## src/mem_params.svh

```systemverilog
`ifndef MEM_PARAMS_SVH
`define MEM_PARAMS_SVH

// Datapath word, also the byte address width
`define DATA_W 32

// Destination register index
`define REG_ADDR_W 5

// Word address bits of the data RAM, 1024 words
`define DMEM_AW 10

// Byte lanes per data word
`define BE_W (`DATA_W / 8)

// Programmable RAM wait states, 0 to 7
`define WAIT_W 3

// APB byte address width
`define APB_AW 8

`endif

```

## src/pipe_pkg.sv

```systemverilog
`default_nettype none

`include "mem_params.svh"

package pipe_pkg;

    typedef enum logic [1:0] {
        SZ_BYTE = 2'd0,
        SZ_HALF = 2'd1,
        SZ_WORD = 2'd2
    } mem_size_e;

    typedef struct packed {
        logic                   mem_read;     // Load
        logic                   mem_write;    // Store
        mem_size_e              size;         // Access width
        logic                   is_unsigned;  // Zero extend on load
        logic [`DATA_W-1:0]     alu_result;   // Byte address or plain result
        logic [`DATA_W-1:0]     store_data;   // Unshifted store operand
        logic                   reg_write;
        logic                   mem_to_reg;
        logic                   reg_data_src;
        logic                   pc_src;
        logic [`REG_ADDR_W-1:0] rd;
    } ex_mem_t;

    typedef struct packed {
        logic                   reg_write;
        logic                   mem_to_reg;
        logic                   reg_data_src;
        logic                   pc_src;
        logic [`REG_ADDR_W-1:0] rd;
        logic [`DATA_W-1:0]     alu_result;
        logic [`DATA_W-1:0]     load_data;    // Already extended
    } mem_wb_t;

    typedef struct packed {
        logic                   req;          // Held until ack
        logic                   we;
        logic [`DMEM_AW-1:0]    addr;         // Word address
        logic [`BE_W-1:0]       be;
        logic [`DATA_W-1:0]     wdata;        // Lane aligned
    } ram_req_t;

    // One cycle pulses to the register block
    typedef struct packed {
        logic                   load_done;
        logic                   store_done;
        logic                   misalign;
        logic [`DATA_W-1:0]     fault_addr;
    } mem_event_t;

endpackage

`default_nettype wire

```

## src/mem_stage.sv

```systemverilog
`default_nettype none

`include "mem_params.svh"

module mem_stage
    import pipe_pkg::*;
(
    input  wire logic         clk,
    input  wire logic         rst,
    input  wire logic         in_valid,
    input  wire ex_mem_t      ex_mem,
    output logic              in_ready,
    output logic              out_valid,
    output mem_wb_t           mem_wb,
    output ram_req_t          ram_req,
    input  wire logic [`DATA_W-1:0] ram_rdata,
    input  wire logic         ram_ack,
    output mem_event_t        mem_event
);

    logic                 busy;        // Memory access in flight
    logic                 accept;
    logic                 is_mem;
    logic                 misaligned;
    ex_mem_t              pend;        // Record of the pending access
    logic                 req_q;
    logic                 req_we;
    logic [`DMEM_AW-1:0]  req_addr;
    logic [`BE_W-1:0]     req_be;
    logic [`DATA_W-1:0]   req_wdata;
    logic [`BE_W-1:0]     be_next;
    logic [`DATA_W-1:0]   lane;
    logic [`DATA_W-1:0]   load_ext;

    assign in_ready = !busy;                       // One access at a time
    assign accept   = in_valid && in_ready;
    assign is_mem   = ex_mem.mem_read || ex_mem.mem_write;

    // Alignment against access width
    always_comb
    begin
        case (ex_mem.size)
            SZ_HALF: misaligned = ex_mem.alu_result[0];
            SZ_WORD: misaligned = |ex_mem.alu_result[1:0];
            default: misaligned = 1'b0;            // Bytes always fit
        endcase
    end

    // Byte enables from width and low address bits
    always_comb
    begin
        case (ex_mem.size)
            SZ_BYTE: be_next = `BE_W'(4'b0001) << ex_mem.alu_result[1:0];
            SZ_HALF: be_next = `BE_W'(4'b0011) << {ex_mem.alu_result[1], 1'b0};
            default: be_next = '1;
        endcase
    end

    // Pick the addressed lane and extend it
    assign lane = ram_rdata >> {pend.alu_result[1:0], 3'b000};

    always_comb
    begin
        case (pend.size)
            SZ_BYTE: load_ext = pend.is_unsigned ? {{(`DATA_W-8){1'b0}}, lane[7:0]}
                                                 : {{(`DATA_W-8){lane[7]}}, lane[7:0]};
            SZ_HALF: load_ext = pend.is_unsigned ? {{(`DATA_W-16){1'b0}}, lane[15:0]}
                                                 : {{(`DATA_W-16){lane[15]}}, lane[15:0]};
            default: load_ext = ram_rdata;
        endcase
    end

    assign ram_req = '{req: req_q, we: req_we, addr: req_addr, be: req_be, wdata: req_wdata};

    // Handshake control and event pulses
    always_ff @(posedge clk or posedge rst)
    begin
        if (rst)
        begin
            busy      <= 1'b0;
            req_q     <= 1'b0;
            out_valid <= 1'b0;
            mem_event <= '0;
        end
        else
        begin
            out_valid <= 1'b0;
            mem_event <= '0;                       // Pulses last one cycle
            if (accept)
            begin
                if (is_mem && !misaligned)
                begin
                    busy  <= 1'b1;
                    req_q <= 1'b1;                 // Request in next cycle
                end
                else
                begin
                    out_valid            <= 1'b1;
                    mem_event.misalign   <= is_mem;
                    mem_event.fault_addr <= ex_mem.alu_result;
                end
            end
            else if (busy && ram_ack)
            begin
                busy                 <= 1'b0;
                req_q                <= 1'b0;
                out_valid            <= 1'b1;
                mem_event.load_done  <= pend.mem_read;
                mem_event.store_done <= pend.mem_write;
            end
        end
    end

    // Payload registers
    always_ff @(posedge clk)
    begin
        if (accept)
        begin
            pend      <= ex_mem;
            req_we    <= ex_mem.mem_write;
            req_addr  <= ex_mem.alu_result[`DMEM_AW+1:2];
            req_be    <= be_next;
            req_wdata <= ex_mem.store_data << {ex_mem.alu_result[1:0], 3'b000};
            if (!is_mem || misaligned)
            begin
                mem_wb.reg_write    <= ex_mem.reg_write && !(is_mem && misaligned);
                mem_wb.mem_to_reg   <= ex_mem.mem_to_reg;
                mem_wb.reg_data_src <= ex_mem.reg_data_src;
                mem_wb.pc_src       <= ex_mem.pc_src;
                mem_wb.rd           <= ex_mem.rd;
                mem_wb.alu_result   <= ex_mem.alu_result;
                mem_wb.load_data    <= '0;
            end
        end
        else if (busy && ram_ack)
        begin
            mem_wb.reg_write    <= pend.reg_write;
            mem_wb.mem_to_reg   <= pend.mem_to_reg;
            mem_wb.reg_data_src <= pend.reg_data_src;
            mem_wb.pc_src       <= pend.pc_src;
            mem_wb.rd           <= pend.rd;
            mem_wb.alu_result   <= pend.alu_result;
            mem_wb.load_data    <= pend.mem_read ? load_ext : '0;
        end
    end

    // RAM sees a frozen request until it answers
    a_req_stable: assert property (@(posedge clk) disable iff (rst)
        ram_req.req && !ram_ack |=> ram_req.req && $stable(ram_req));

    // A misaligned record never writes back or completes in the RAM
    a_misalign_no_wb: assert property (@(posedge clk) disable iff (rst)
        out_valid && (pend.mem_read || pend.mem_write)
            && ((pend.size == SZ_HALF && pend.alu_result[0])
                || (pend.size == SZ_WORD && pend.alu_result[1:0] != 2'b00))
        |-> !mem_wb.reg_write && !mem_event.load_done && !mem_event.store_done);

    a_rw_exclusive: assert property (@(posedge clk) disable iff (rst)
        accept |-> !(ex_mem.mem_read && ex_mem.mem_write));

endmodule

`default_nettype wire

```

## config.mk

```make
export PLATFORM = sky130hd
export DESIGN_NAME = mem_stage
export DESIGN_NICKNAME = d
export VERILOG_FILES = /design/src/pipe_pkg.sv /design/src/mem_stage.sv
export VERILOG_INCLUDE_DIRS = /design/src
export SDC_FILE = /design/constraint.sdc
export NUM_CORES = 1
export LEC_CHECK = 0
export BUFFER_PORTS_ARGS = -buffer_cell sky130_fd_sc_hd__buf_2
export CORE_ASPECT_RATIO = 1.25
export CORE_MARGIN = 1.5
export CORE_UTILIZATION = 45
export DETAILED_ROUTE_END_ITERATION = 8
export PLACE_DENSITY = 0.73
export SYNTH_ARGS = -nofsm -noshare
export SYNTH_HDL_FRONTEND = slang
export SYNTH_SLANG_ARGS = --single-unit
```

## constraint.sdc

```tcl
create_clock -name clk -period 3.1 [get_ports clk]
set_clock_uncertainty 0.2 [all_clocks]
set_input_delay 0.465 -clock clk [delete_from_list [all_inputs] [get_ports clk]]
set_output_delay 0.465 -clock clk [all_outputs]
set_load 0.05 [all_outputs]
```

After elaboration in Yosys (flattened, before gate mapping)
Index checks and enable logic that the tools add are counted.
- equal/unequal tests: 5
- shifts and indexed selects: 4
- multiplexer cells: 19
- reductions and logical operators: 17
- operators by type and width (kind ; number):
    $mux 73 ; 3
    $mux 32 ; 3
    $mux 33 ; 2
    $pmux 32 s2 ; 1
    $shl 32x5->32 ; 1
    $shr 32x5->16 ; 1
    $pmux 4 s2 ; 1
    $mux 1 ; 6
    $logic_and 1x1->1 ; 5
    $eq 2x1->1 const B ; 2
    $logic_not 1->1 ; 4
    $logic_not 2->1 ; 2
    $mux 2 ; 2
    $ne 2x1->1 const B ; 2
    $reduce_and 2->1 ; 2
    $shl 1x2->4 const A ; 1
    $shl 2x2->4 const A ; 1
    $eq 2x2->1 const B ; 1
    $logic_or 1x1->1 ; 2
    $pmux 1 s2 ; 1
    $reduce_bool 2->1 ; 1
    $reduce_or 2->1 ; 1
- register bits: 202
- input port bits: 114
- logic and storage cells: 71

Logic depth before layout (Yosys ltp)
- depth in word-level cells: 7
- gate-level depth with buffers: 8

Worst setup path before layout
No wires, ideal clock.
- kind: register to register
- start point: register req_q (netlist name)
- end point: register mem_wb[0] (netlist name) (enable)
- arrival: 3.168 ns
- data required time: 2.461 ns
- setup slack: -0.707 ns
- cell stages (with the launch flop): 7
- buffers on the path: 2
- clock period less this slack: 3.807 ns
- path through: dfrtp_1 -> inv_1 -> nand2_1 -> inv_1 -> buf_2 -> buf_2 -> a22o_1
- RTL lines (item ; RTL line ; source):
    to (decl) ; mem_stage.sv:14 ; output mem_wb_t mem_wb,

Worst setup path in the final report
- start point: register pend[75] (netlist name)
- end point: register mem_wb[15] (netlist name) (data pin)
- word-level cells in the longest chain between the ends: 5
- RTL lines (item ; RTL line ; source):
    from (decl) ; mem_stage.sv:25 ; ex_mem_t pend;
    from (signal assigned) ; mem_stage.sv:119 ; pend <= ex_mem;
    $eq 2x1->1 or $logic_not 2->1 (tied branches) ; mem_stage.sv:64 ; case (pend.size)
    $pmux 32 s2 (*) ; mem_stage.sv:64 ;
    $mux 32 (*) ; mem_stage.sv:143 ; mem_wb.load_data <= pend.mem_read ? load_ext : '0;
    $mux 73 (*) ; mem_stage.sv:135 ; else if (busy && ram_ack)
    $mux 73 (*) ; mem_stage.sv:117 ; if (accept)
Every way passes the cells marked *; elsewhere a longest branch is shown, timed or not. The select of a mux whose other input is x is not followed.
A chain may end at the register's enable or synchronous reset.

==> results.yml <==
finish:
  most-common-layout-cells: "buf_2, edfxtp_1, nand2_1"
  final_nets: 983
  final_util_pct: 58.10
  drive_gt1_share_pct: 39.02
  fin_cells: 1103
  syn2layout_area_growth_pct: 26.98
  final_common_cell: "buf_2"
  final_area_um2: 10130
  fillers: 1469
  antenna_cells: 0
die:
  die_h_um: 151.9
  start_util_pct: 45.76
  die_x_um: 122.1
  pin_count: 272
  fp.dieArea_um2: 18540
  coreArea_um2: 17430
  row_count: 54
clock_tree:
  insertion_delay_ns: 0.42
  cts.sinks: 192
  cts_resized: 0
  tritoncts: "built"
  cts_root_buf: "clkbuf_16"
  post_cts_buffers: 0
  clk_pin_slew_ns: 0.08
  clockBufferDepth: 2
  hold_buffers: 3
  cts_buffers: 17
  h-tree-depth: 4
detailed_routing:
  drt-wirelength-per-cell_um: 16.90
  wirelength_um: 18640
  viasPerCell: 4.990
  first_pass_iters: 4
  ant_nets: 0
  first_iter_violations: 338
  drc: 0
  vias: 5504
synthesis:
  synth.ff_latch_count: 192
  syn_avg_cell_area_um2: 13.10
  synth_top_area_share_pct: 58.35
  synth_top_flop_cell: "edfxtp_1"
  async_reset_ff_share_pct: 19.27
  syn-instance-count: 609
  synth_nets: 726
  synthTopCellsByArea: "edfxtp_1, dfrtp_1, nand2_1"
  synth_top_area_cell: "edfxtp_1"
  ys_seq_area_share_pct: 69.96
  synth-edff-count: 155
  ys_warn_count: 0
  syn_area_um2: 7976
  synth_cell_types: 37
power_and_ir_drop:
  p_leak_nw: 4.506
  max-vdd-ir-drop_mv: 0.3201
  p_per_area_nw_per_um2: 680.7
critical_path:
  path_buf_inv: 0
  crit_slowest_cell: "edfxtp_1"
  crit_cells: 3
  cp-start-kind: "register"
  rrSetupSlack_ns: 0.79
  crit_arrival_ns: 2.28
  end_kind: "register"
  path_class: "register to register"
  cp_cell_sequence: "nor2b_1 -> a32oi_1 -> a21oi_1"
  critical_path.top_delay_family: "flip-flops"
  cp.required_ns: 3.06
  crit_fanout: 37
  max_stage_delay_ns: 1.12
  rr_worst_depth: 3
run:
  cap_violations: 0
timing:
  min_period_ns: 2.313
  slew_viol_final: 0
  rsz0062_at_grt: "false"
  relSlewSlack_pct: 22.67
  hold_viol_final: 0
  max_clock_freq_mhz: 432.4
  tightest_slew_ns: 1.160
  hold-worst-slack_ns: 0.02362
  min_period_over_period_pct: 74.60
  setup_tns_ns: 0
  setup_viol: 0
global_routing:
  grt-ovfl-total: 0
  grt_pass1_vias: 5543
  grt_max_degree: 96
  gr-usage-all-layers_pct: 20.53
  antenna_found_initial: 1
  grt_pass1_wl_um: 28910
placed_design:
  io_buffers: 271
  gp_congestion: 0.8124
  place_area_um2: 9483
  dp_cells: 1067
  dpl.hpwl_um: 13190
outcome:
  status: "completed"
min_path:
  holdPathStages: 1
  hold_class: "input pin to register"
-- power breakdown --
group / internal (W) / leakage, nW / switching (W)
combinational: 0.000355 / 2.23 / 0.00116
sequential: 0.00310 / 1.99 / 0.0000789
clock: 0.00117 / 0.291 / 0.00103
-- layout make-up --
type	instances	area (um2)	area share, %
Multi-Input combinational cell	362	2130	21.03
Clock inverter	14	166.4	1.643
Inverter	7	28.78	0.2841
Tap cell	224	280.3	2.767
Clock buffer	18	439.2	4.336
Sequential cell	192	5580	55.10
Timing Repair Buffer	286	1504	14.85
-- Yosys cell counts, types with 3 or more instances --
| cell | number |
|---|---|
| and2_1 | 8 |
| buf_4 | 14 |
| dfrtp_1 | 37 |
| ha_1 | 3 |
| nor2b_1 | 43 |
| nor2_1 | 20 |
| edfxtp_1 | 155 |
| o22ai_1 | 4 |
| a22oi_1 | 7 |
| buf_2 | 6 |
| clkbuf_1 | 23 |
| inv_1 | 7 |
| a21oi_1 | 30 |
| mux2i_1 | 33 |
| and3_1 | 4 |
| nand2_1 | 149 |
| a211oi_1 | 8 |
| o21ai_0 | 14 |
| o221a_2 | 7 |
| o2bb2ai_1 | 7 |
| buf_1 | 3 |
| a21oi_2 | 10 |
-- metrics by stage --
step | power [W] | setup slack [ns]
global route | 0.007139 | 0.6580
detailed placement | 0.004761 | 0.6483
floorplan | 0.004347 | 0.08544
global placement | 0.004741 | 0.6922
CTS | 0.006949 | 0.7925
finish | 0.006894 | 0.7873
-- flip-flops by register name, indices dropped and copies added, names as in the netlist --
register   count
req_we         1
out_valid      1
pend          45
req_wdata     32
req_q          1
req_be         4
mem_event     35
mem_wb        73
-- layer usage --
layer | vias up | share of wire [%] | GRT usage, %
met4 | 2 | 2.7 | 8.527
met3 | 38 | 7.3 | 6.569
met5 | - | 0.070 | 0
met2 | 187 | 52 | 35.02
met1 | 2619 | 38 | 23.65
li1 | 2658 | - | -
-- kinds of logic after synthesis --
logic type / Yosys count / synth area share [%]
AND/OR/NAND/NOR: 230 / 12.85
flip-flops: 192 / 69.96
AO/OA/AOI/OAI: 93 / 8.533
buffers and inverters: 55 / 3.529
multiplexers: 36 / 4.659
adder cells (fa/ha/maj): 3 / 0.4706
-- path summary, 6_finish.rpt --
| check | endpoint | start |
|---|---|---|
| max | mem_wb[15]$_SDFFCE_PP0P_ | pend[75]$_DFFE_PP_ |
| min | pend[52]$_DFFE_PP_ | ex_mem[52] |
| max reg2reg | mem_wb[15]$_SDFFCE_PP0P_ | pend[75]$_DFFE_PP_ |
| min reg2reg | mem_wb[59]$_DFFE_PP_ | pend[68]$_DFFE_PP_ |
| max in group asynchronous | mem_event[8]$_DFF_PP0_ | rst |
| min in group asynchronous | mem_event[20]$_DFF_PP0_ | rst |
No activity file was read; power rests on OpenSTA's default activity.
