===== config.mk =====
export PLATFORM = sky130hd
export DESIGN_NAME = mem_csr
export DESIGN_NICKNAME = d
export VERILOG_FILES = /design/src/pipe_pkg.sv /design/src/apb_pkg.sv /design/src/mem_csr.sv
export VERILOG_INCLUDE_DIRS = /design/src
export SDC_FILE = /design/constraint.sdc
export NUM_CORES = 1
export LEC_CHECK = 0
export ABC_AREA = 1
export BUFFER_PORTS_ARGS = -buffer_cell sky130_fd_sc_hd__buf_2
export CAP_MARGIN = 15
export CORE_MARGIN = 2
export CORE_UTILIZATION = 55
export CTS_CLUSTER_DIAMETER = 60
export DETAILED_ROUTE_END_ITERATION = 16
export GPL_ROUTABILITY_DRIVEN = 0
export PLACE_DENSITY = 0.8
export SYNTH_ARGS = -nofsm -noshare
export SYNTH_HDL_FRONTEND = slang
export SYNTH_SLANG_ARGS = --single-unit
export TNS_END_PERCENT = 5

===== constraint.sdc =====
create_clock -name clk -period 4.03 [get_ports clk]
set_clock_uncertainty 0.1 [all_clocks]
set_input_delay 0.2015 -clock clk [delete_from_list [all_inputs] [get_ports clk]]
set_output_delay 0.2015 -clock clk [all_outputs]
set_load 0.03 [all_outputs]

===== src/mem_params.svh =====
`ifndef MEM_PARAMS_SVH
`define MEM_PARAMS_SVH

// Datapath word, also the byte address width
`define DATA_W 32

// Destination register index
`define REG_ADDR_W 5

// Word address bits of the data RAM, 1024 words
`define DMEM_AW 10

// Byte lanes per data word
`define BE_W (`DATA_W / 8)

// Programmable RAM wait states, 0 to 7
`define WAIT_W 3

// APB byte address width
`define APB_AW 8

`endif


===== src/pipe_pkg.sv =====
`default_nettype none

`include "mem_params.svh"

package pipe_pkg;

    typedef enum logic [1:0] {
        SZ_BYTE = 2'd0,
        SZ_HALF = 2'd1,
        SZ_WORD = 2'd2
    } mem_size_e;

    typedef struct packed {
        logic                   mem_read;     // Load
        logic                   mem_write;    // Store
        mem_size_e              size;         // Access width
        logic                   is_unsigned;  // Zero extend on load
        logic [`DATA_W-1:0]     alu_result;   // Byte address or plain result
        logic [`DATA_W-1:0]     store_data;   // Unshifted store operand
        logic                   reg_write;
        logic                   mem_to_reg;
        logic                   reg_data_src;
        logic                   pc_src;
        logic [`REG_ADDR_W-1:0] rd;
    } ex_mem_t;

    typedef struct packed {
        logic                   reg_write;
        logic                   mem_to_reg;
        logic                   reg_data_src;
        logic                   pc_src;
        logic [`REG_ADDR_W-1:0] rd;
        logic [`DATA_W-1:0]     alu_result;
        logic [`DATA_W-1:0]     load_data;    // Already extended
    } mem_wb_t;

    typedef struct packed {
        logic                   req;          // Held until ack
        logic                   we;
        logic [`DMEM_AW-1:0]    addr;         // Word address
        logic [`BE_W-1:0]       be;
        logic [`DATA_W-1:0]     wdata;        // Lane aligned
    } ram_req_t;

    // One cycle pulses to the register block
    typedef struct packed {
        logic                   load_done;
        logic                   store_done;
        logic                   misalign;
        logic [`DATA_W-1:0]     fault_addr;
    } mem_event_t;

endpackage

`default_nettype wire


===== src/apb_pkg.sv =====
`default_nettype none

`include "mem_params.svh"

package apb_pkg;

    typedef struct packed {
        logic                psel;
        logic                penable;     // Access phase
        logic                pwrite;
        logic [`APB_AW-1:0]  paddr;
        logic [`DATA_W-1:0]  pwdata;
    } apb_req_t;

    typedef struct packed {
        logic [`DATA_W-1:0]  prdata;
        logic                pready;      // Tied high
        logic                pslverr;
    } apb_rsp_t;

    // Register map
    localparam logic [`APB_AW-1:0] REG_WAIT       = 'h00;  // RW wait states
    localparam logic [`APB_AW-1:0] REG_STATUS     = 'h04;  // W1C misalign flag
    localparam logic [`APB_AW-1:0] REG_FAULT_ADDR = 'h08;  // RO
    localparam logic [`APB_AW-1:0] REG_LOAD_CNT   = 'h0C;  // RO
    localparam logic [`APB_AW-1:0] REG_STORE_CNT  = 'h10;  // RO

endpackage

`default_nettype wire


===== src/mem_csr.sv =====
`default_nettype none

`include "mem_params.svh"

module mem_csr
    import pipe_pkg::*, apb_pkg::*;
(
    input  wire logic               clk,
    input  wire logic               rst,
    input  wire apb_req_t           apb_req,
    input  wire mem_event_t         mem_event,
    output apb_rsp_t                apb_rsp,
    output logic [`WAIT_W-1:0]      wait_states
);

    logic               access;        // APB access phase
    logic               unmapped;
    logic               read_only;
    logic               wr_en;
    logic [`DATA_W-1:0] rdata;
    logic               fault_flag;    // Sticky
    logic [`DATA_W-1:0] fault_addr;
    logic [`DATA_W-1:0] load_cnt;
    logic [`DATA_W-1:0] store_cnt;

    assign access = apb_req.psel && apb_req.penable;

    // Offset decode and read mux
    always_comb
    begin
        unmapped  = 1'b0;
        read_only = 1'b0;
        rdata     = '0;
        case (apb_req.paddr)
            REG_WAIT:       rdata = {{(`DATA_W-`WAIT_W){1'b0}}, wait_states};
            REG_STATUS:     rdata = {{(`DATA_W-1){1'b0}}, fault_flag};
            REG_FAULT_ADDR:
            begin
                rdata     = fault_addr;
                read_only = 1'b1;
            end
            REG_LOAD_CNT:
            begin
                rdata     = load_cnt;
                read_only = 1'b1;
            end
            REG_STORE_CNT:
            begin
                rdata     = store_cnt;
                read_only = 1'b1;
            end
            default:        unmapped = 1'b1;
        endcase
    end

    assign apb_rsp.prdata  = rdata;
    assign apb_rsp.pready  = 1'b1;        // No wait states on APB
    assign apb_rsp.pslverr = access && (unmapped || (apb_req.pwrite && read_only));
    assign wr_en           = access && apb_req.pwrite && !apb_rsp.pslverr;

    always_ff @(posedge clk or posedge rst)
    begin
        if (rst)
        begin
            wait_states <= '0;
            fault_flag  <= 1'b0;
            fault_addr  <= '0;
            load_cnt    <= '0;
            store_cnt   <= '0;
        end
        else
        begin
            if (wr_en && apb_req.paddr == REG_WAIT)
            begin
                wait_states <= apb_req.pwdata[`WAIT_W-1:0];
            end
            if (mem_event.misalign)
            begin
                fault_flag <= 1'b1;           // Set beats clear
            end
            else if (wr_en && apb_req.paddr == REG_STATUS && apb_req.pwdata[0])
            begin
                fault_flag <= 1'b0;
            end
            if (mem_event.misalign && !fault_flag)
            begin
                fault_addr <= mem_event.fault_addr;  // First fault only
            end
            if (mem_event.load_done)
            begin
                load_cnt <= load_cnt + 1'b1;  // Wraps
            end
            if (mem_event.store_done)
            begin
                store_cnt <= store_cnt + 1'b1;
            end
        end
    end

    a_penable_psel: assert property (@(posedge clk) disable iff (rst)
        apb_req.penable |-> apb_req.psel);

endmodule

`default_nettype wire


# Yosys cells after proc, flatten, opt, wreduce, memory -nomap -nowiden
# Index checks and enable logic that the tools add are counted.
# totals
output_inout_bits,37
register_bits,100
in_bits,80
# classes
n_reduce_logical,16
muxes,5
addsub,2
eq_ne,4
# ops
operator,count
32-bit one-hot mux with 5 select lines,1
32-bit by 1-bit adder with 32-bit output (second input constant),2
8-bit by 4-bit == test with 1-bit output (second input constant),2
1-bit logical AND,9
8-bit by 3-bit == test with 1-bit output (second input constant),1
8-bit by 5-bit == test with 1-bit output (second input constant),1
8-bit zero test,1
5-bit OR reduction,1
1-bit 2-to-1 mux,4
3-bit OR reduction,1
1-bit zero test,2
2-bit nonzero test,1
1-bit logical OR,1

# Logic depth before layout (Yosys ltp)
# Gate-level depths: netlist of run 1.
# logic_depth
ltp_word,12
mapped_depth,9
ltp_nobuf,9

# Worst setup path after synthesis of run 1
# Ideal clock, no wire load.
# synth_timing
path_type,input -> output
start,in apb_req[32] (netlist name)
end,out apb_rsp[3] (netlist name)
required_time_ns,3.728
slack_ns,2.473
cell_stages,6
t_arrival_ns,1.256
cell_sequence,inv_1 nand2_1 nor2_1 nand2_1 buf_2 o2111ai_1
# synth_lines
element,line,rtl
start: declaration,mem_csr.sv:10,"input wire apb_req_t apb_req,"
end: declaration,mem_csr.sv:12,"output apb_rsp_t apb_rsp,"

==> key figures, run 1 <==
Finish
  • Post-layout nets: 881
  • Layout Cells excl Fill: 939
  • Layout cells sized above 1: 21.14%
  • Commonest non-fill, non-tap cells in the layout: nand2_1, dfrtp_1, buf_2
  • Area Overhead vs Synth: 19.66%
  • Most common cell after layout, fill and taps aside: nand2_1
  • Fillers: 757

Placement
  • # port buffers: 86
  • Total placed cells including tap cells: 884
  • Hpwl dp: 10.61 mm

Critical path
  • CP Cell Sequence: buf_2, nor2_1, nand2_2, nor2_2, inv_2, nor2_4, nand2_1, o211ai_1, buf_2
  • Critical path data required time: 3.73 ns
  • Worst path depth: 9
  • Most frequent CP cell: buf_2
  • Worst r2r dst: fault_addr[23]$_DFFE_PP0P_
  • Worst R2R Start: fault_flag$_DFFE_PP0P_
  • CP Launch Type: input port
  • Critical path arrival: 1.95 ns
  • Slowest cell on crit path: nor2_4
  • Crit path max-delay family: simple AND/OR/NAND/NOR gates
  • Worst path max stage delay: 0.49 ns
  • R2R depth: 4
  • Number of buffers and inverters on the critical path: 3
  • Critical-path maximum fanout: 32
  • Setup crit end kind: primary output
  • Setup CP Type: input port to primary output
  • Reg-to-reg slack, setup: 2.09 ns

Floorplan
  • Die ar.: 10960 µm²
  • Core area: 9819 µm²
  • Number of cell rows: 36
  • I/O pin count: 117
  • Die W: 104.7 µm
  • Die Y: 104.7 µm
  • Starting Density: 56.77%

CTS
  • Hold Buf Count CTS: 37
  • Clk slew on worst S/H paths: 0.09 ns
  • CTS buffer count: 9
  • CTS Root Cell: clkbuf_8
  • Clock Sinks: 100
  • CTS tree: done
  • CTS H-tree depth: 3
  • Setup bufs post-CTS: 0
  • Resized cells post-CTS: 0
  • Clock Latency Late Sink: 0.38 ns
  • Max Buffers Root-to-Sink: 2

Synth
  • Post-synth cell types: 32
  • Sequential area share after synthesis: 44.89%
  • Mapped Avg Cell Area: 8.234 µm²
  • Register bit total from synthesis: 100
  • Cells after synthesis: 677
  • Netlist Area Pre-Place: 5574 µm²
  • Post-Syn Nets: 759
  • Synth warn: 0

Power and ir drop
  • Gate power share: 14.6%
  • Sequential Power Share: 56.4%
  • Sw Pwr: 675.5 µW
  • Cell Pwr Density: 325.5 nW/µm²
  • Static leakage: 0.003335 µW
  • Worst ir drop on vdd: 0.0002878 V
  • P_int: 1495 µW
  • Clock share of power: 29.0%
  • Sw frac: 31.12%

Timing
  • Setup TNS: 0 ns
  • Final hold violations: 0
  • Tmin final: 2.249 ns
  • Final setup violating endpoints: 0
  • Worst-margin pin slew: 0.8526 ns
  • Final cycle utilization of the critical path: 55.81%
  • Pins Over Slew Limit: 0
  • FMAX: 444.6 MHz
  • WHS: 0.02248 ns
  • Slew headroom: 43.16%
  • RSZ-0062 raised after global routing: no

Routing
  • Vias: 5186
  • Pre-antenna DRT Iters: 5
  • WL per Instance: 15.83 µm
  • WL final: 14.87 mm
  • Drt drc: 0
  • Post-route ant nets: 0
  • Initial drt markers: 478
  • Vias per Instance: 5.523

GRT
  • First-pass GRT wire length: 25.07 mm
  • Grt met3 use: 7.236%
  • Vias in the first global route: 5291
  • Pin count of the biggest net entering global routing: 71
  • Gr usage total: 28.78%
  • Initial antenna violation count: 2
  • Grt ovf: 0
  • GR peak layer: met2
  • M2 GR Usage: 48.93%
  • Routing usage on met1: 34.71%

Hold path
  • Hold EP: load_cnt[0]$_DFFE_PP0P_
  • Hold path start: mem_event[34]
  • Hold path depth: 2
  • Min-delay worst type: input port to flop

Status
  • Status: complete, no violations

Flow run
  • Max cap viols: 0
==> power groups by stage <==
| stage | clock network, µW | registers, µW | logic (µW) |
|---|---|---|---|
| after floorplan | 0 | 1200 | 219 |
| after global placement | 0 | 1230 | 275 |
| after global routing | 685 | 1240 | 358 |
| after CTS | 643 | 1220 | 317 |
| final | 629 | 1220 | 317 |
| after detailed placement | 0 | 1240 | 287 |
==> worst reg2reg max path, cell delays in order (launching register included) <==
cell     delay (ns)
dfrtp_1        0.36
inv_1          0.05
nand2_1        0.50
buf_4          0.41
mux2_2         0.41
==> through the flow <==
| stage | utilization (%) | cell area (µm²) | power, µW | worst slack, ns |
|---|---|---|---|---|
| 3_5_place_dp | 62.12 | 6100 | 1525 | 1.827 |
| 6_report | 67.93 | 6670 | 2171 | 1.781 |
| 2_1_floorplan | - | 5574 | 1421 | 1.110 |
| 3_3_place_gp | 62.12 | 6100 | 1506 | 1.829 |
| 4_1_cts | 67.88 | 6665 | 2180 | 1.818 |
| 5_1_grt | 67.93 | 6670 | 2282 | 1.648 |
==> Yosys cell counts <==
master	number	area, µm²
dfrtp_1	100	2502
nand2_1	207	777.0
and2_1	1	6.260
xnor2_1	10	87.58
nor4_4	1	21.27
o211ai_1	19	142.6
nand4_2	2	25.02
inv_2	2	7.510
buf_4	4	30.03
nor2_4	4	45.04
o21ai_0	3	15.01
nor3_2	5	50.05
nand3b_1	2	15.01
nor3_1	13	65.06
a21oi_1	1	5.000
nor2_2	9	56.30
nand3_1	33	165.2
clkbuf_1	1	3.750
xor2_1	38	332.8
a21oi_2	1	8.760
mux2_2	32	360.4
inv_1	78	292.8
ha_1	2	25.02
nand2_2	5	31.28
nor2_1	63	236.5
buf_6	2	22.52
nand3_2	2	20.02
o2111ai_1	1	8.760
or2_4	1	8.760
nand4_1	26	162.7
buf_2	8	40.04
conb_1	1	3.750
==> kinds of logic after synthesis <==
family / Yosys count / synth area share [%]
buffers and inverters: 95 / 7.116
adders and majority gates: 2 / 0.4489
other: 1 / 0.06728
DFF: 100 / 44.89
AOI/OAI and AO/OA: 25 / 3.232
xor gates and xnor gates: 48 / 7.542
muxes: 32 / 6.465
and+or+nand+nor: 374 / 30.24
==> sequential cells by signal, summed over array words and instances (netlist names) <==
signal       count
wait_states      3
load_cnt        32
store_cnt       32
fault_flag       1
fault_addr      32
==> per-layer routing <==
metal	vias to the layer above	part of all wire, %	routed length, µm
met5	-	0	0
met1	2468	38	5676
met4	0	4.6	686
met3	65	7.5	1119
met2	238	50	7384
li1	2415	-	-
==> how the worst max path moves through the flow <==
stage	from	to	slack, ns
floorplan	rst	fault_addr[0]$_DFFE_PP0P_	1.11
global placement	apb_req[39]	apb_rsp[19]	1.83
detailed placement	apb_req[39]	apb_rsp[3]	1.83
CTS	apb_req[39]	apb_rsp[19]	1.82
global route	apb_req[39]	apb_rsp[19]	1.65
finish	apb_req[39]	apb_rsp[33]	1.78
==> layout make-up <==
class,count,area [µm²],area share [%]
antenna,2,5.005,0.07503
tap,133,166.4,2.495
multi-input combinational,482,2675,40.11
sequential,100,2502,37.52
timing repair buffer,126,823.3,12.34
inverter,80,302.8,4.539
clock buffer,10,137.6,2.063
clock inverter,6,57.56,0.8629
Note: power is estimated with default switching activity, not from simulation.
==> run 2, diff against run 1 <==
--- a/config.mk
+++ b/config.mk
@@ -10,11 +10,11 @@
 export BUFFER_PORTS_ARGS = -buffer_cell sky130_fd_sc_hd__buf_2
 export CAP_MARGIN = 15
 export CORE_MARGIN = 2
-export CORE_UTILIZATION = 55
+export CORE_UTILIZATION = 50
 export CTS_CLUSTER_DIAMETER = 60
 export DETAILED_ROUTE_END_ITERATION = 16
 export GPL_ROUTABILITY_DRIVEN = 0
-export PLACE_DENSITY = 0.8
+export PLACE_DENSITY = 0.77
 export SYNTH_ARGS = -nofsm -noshare
 export SYNTH_HDL_FRONTEND = slang
 export SYNTH_SLANG_ARGS = --single-unit
==> constraint.sdc (replaced) <==
create_clock -name clk -period 1.9 [get_ports clk]
set_clock_uncertainty 0.1 [all_clocks]
set_input_delay 0.095 -clock clk [delete_from_list [all_inputs] [get_ports clk]]
set_output_delay 0.095 -clock clk [all_outputs]
set_load 0.03 [all_outputs]
==> run 2 against run 1 <==
Compared with the run above:
- clock power rose by 150%
- critical path depth rose by 2
- total power grew 120%
- core utilization down 4.8 points
- combinational power increased by 120%
- sequential power up 110%
- non-clock buffer count rose by 11
- wire length increased by 4.5%
- worst setup slack lost 1.7 ns
- largest power group unchanged
- highest routed layer unchanged
==> key figures, run 2 (same netlist as run 1, synthesis figures left out) <==
Routing
  • Initial drt markers: 461 (-3.6%)
  • Pre-antenna DRT Iters: 5 (unchanged)
  • Post-route ant nets: 0 (unchanged)
  • Vias per Instance: 5.418 (-1.9%)
  • WL per Instance: 16.29 µm (+2.9%)
  • Vias: 5169 (-0.33%)
  • WL final: 15.54 mm (+4.5%)
  • Drt drc: 0 (unchanged)

CTS
  • Clk slew on worst S/H paths: 0.09 ns (about the same)
  • CTS Root Cell: clkbuf_8
  • Setup bufs post-CTS: 0 (unchanged)
  • CTS tree: done
  • CTS H-tree depth: 3 (unchanged)
  • Max Buffers Root-to-Sink: 2 (unchanged)
  • Clock Sinks: 100 (unchanged)
  • Hold Buf Count CTS: 43 (+16%)
  • CTS buffer count: 9 (unchanged)
  • Resized cells post-CTS: 0 (unchanged)
  • Clock Latency Late Sink: 0.38 ns (about the same)

Critical path
  • Critical path arrival: 1.99 ns (+0.04 ns)
  • Slowest cell on crit path: dlygate4sd3_1
  • Setup CP Type: input port to flop
  • Worst path max stage delay: 0.61 ns (+0.12 ns)
  • CP Launch Type: input port
  • CP Cell Sequence: buf_2, inv_1, nand2_1, nor2_1, nand2_1, buf_4, nand2_1, a21oi_2, nand4_1, dlygate4sd3_1, nand2_1
  • Critical path data required time: 2.11 ns (-1.62 ns)
  • Critical-path maximum fanout: 22 (-31%)
  • Setup crit end kind: flop
  • Most frequent CP cell: nand2_1

GRT
  • Initial antenna violation count: 0 (-2)
  • Grt met3 use: 5.216% (-2.0 points)
  • GR peak layer: met2
  • Pin count of the biggest net entering global routing: 101 (+42%)
  • Vias in the first global route: 5237 (-1.0%)
  • Routing usage on met1: 34.02% (-0.69 points)
  • M2 GR Usage: 46.83% (-2.1 points)
  • Grt ovf: 0 (unchanged)
  • Gr usage total: 27.68% (-1.1 points)
  • First-pass GRT wire length: 25.50 mm (+1.7%)

Finish
  • Commonest non-fill, non-tap cells in the layout: nand2_1, dfrtp_1, buf_2
  • Post-layout nets: 892 (+1.2%)
  • # diodes: 0 (-2)
  • Layout Cells excl Fill: 954 (+1.6%)
  • Area Overhead vs Synth: 22.69%
  • Largest regs: fault_addr (32), load_cnt (32), store_cnt (32)
  • Footprint of the multi-input gates: 2675 µm² (unchanged)
  • Most common cell after layout, fill and taps aside: nand2_1
  • Register area: 2502 µm² (unchanged)
  • Layout cells sized above 1: 21.38% (+0.23 points)
  • Fillers: 837 (+11%)

Timing
  • RSZ-0062 raised after global routing: no
  • Setup TNS: 0 ns (unchanged)
  • Final setup violating endpoints: 0 (unchanged)
  • Final cycle utilization of the critical path: 93.41%
  • Final hold violations: 0 (unchanged)
  • Pins Over Slew Limit: 0 (unchanged)
  • Slew headroom: 63.53% (+20 points)
  • Tmin final: 1.775 ns
  • Worst-margin pin slew: 0.5471 ns (-0.3056 ns)
  • FMAX: 563.5 MHz

Floorplan
  • Die ar.: 12010 µm² (+9.6%)
  • Die Y: 109.6 µm (+4.7%)
  • Number of cell rows: 38 (+5.6%)
  • I/O pin count: 117 (unchanged)
  • Die W: 109.6 µm (+4.7%)
  • Starting Density: 51.42% (-5.3 points)
  • Core area: 10840 µm² (+10%)

Flow run
  • Max cap viols: 0 (unchanged)

Power and ir drop
  • Cell Pwr Density: 708.9 nW/µm² (+120%)
  • Worst ir drop on vdd: 0.0004521 V (+57%)
  • Static leakage: 0.003390 µW (+1.7%)

Placement
  • Hpwl dp: 10.64 mm (+0.26%)
  • # port buffers: 86 (unchanged)
  • Total placed cells including tap cells: 896 (+1.4%)

Hold path
  • Min-delay worst type: input port to flop

Status
  • Status: complete, no violations
==> run 2: per-stage QoR <==
step           hold WS [ns]  cell area [µm²]  worst slack, ns  power [µW]  util [%]
2_1_floorplan       0.09322             5578           0.3826        3014         -
3_3_place_gp         0.1875             6185           0.2451        3209     57.05
3_5_place_dp         0.1908             6185           0.1974        3237     57.05
4_1_cts             0.07117             6839           0.1735        4827     63.09
5_1_grt              0.1314             6839          0.03886        5061     63.09
6_report             0.1019             6839           0.1252        4848     63.09
==> run 2: worst max-delay path: cells and delay by family <==
kind	cells	cell delay [ns]
buffers and inverters	4	1.03
AND/OR/NAND/NOR	6	0.63
AO/OA/AOI/OAI	1	0.23
==> run 2: final cells by class <==
type,count,share of cell area [%]
clock buffers,11,2.214
clock inverters,4,1.061
inverters,80,4.446
multi-input cells,482,39.11
flip-flops and latches,100,36.59
well taps,140,2.561
repair buffers,137,14.01
==> run 2: path summary, 6_finish.rpt <==
| check | from | end | slack, ns | cells past startpoint |
|---|---|---|---|---|
| max | apb_req[32] | wait_states[1]$_DFFE_PP0P_ | 0.13 | 11 |
| min | apb_req[40] | wait_states[1]$_DFFE_PP0P_ | 0.10 | 5 |
| max reg2reg | load_cnt[1]$_DFFE_PP0P_ | load_cnt[24]$_DFFE_PP0P_ | 0.16 | 7 |
| min reg2reg | store_cnt[30]$_DFFE_PP0P_ | store_cnt[30]$_DFFE_PP0P_ | 0.41 | 2 |
| max in group asynchronous | rst | load_cnt[19]$_DFFE_PP0P_ | 0.98 | 4 |
| min in group asynchronous | rst | store_cnt[6]$_DFFE_PP0P_ | 0.29 | 4 |
==> run 2: where the power goes <==
group          internal (µW)  switching (µW)
Combinational            308             379
Sequential              2330             256
Clock                    806             765
Total                   3450            1400
==> run 2: routing by layer <==
metal | vias to the layer above | share of wire [%]
li1 | 2428 | -
met1 | 2457 | 39
met2 | 219 | 51
met3 | 65 | 6.0
met4 | 0 | 4.4
met5 | - | 0
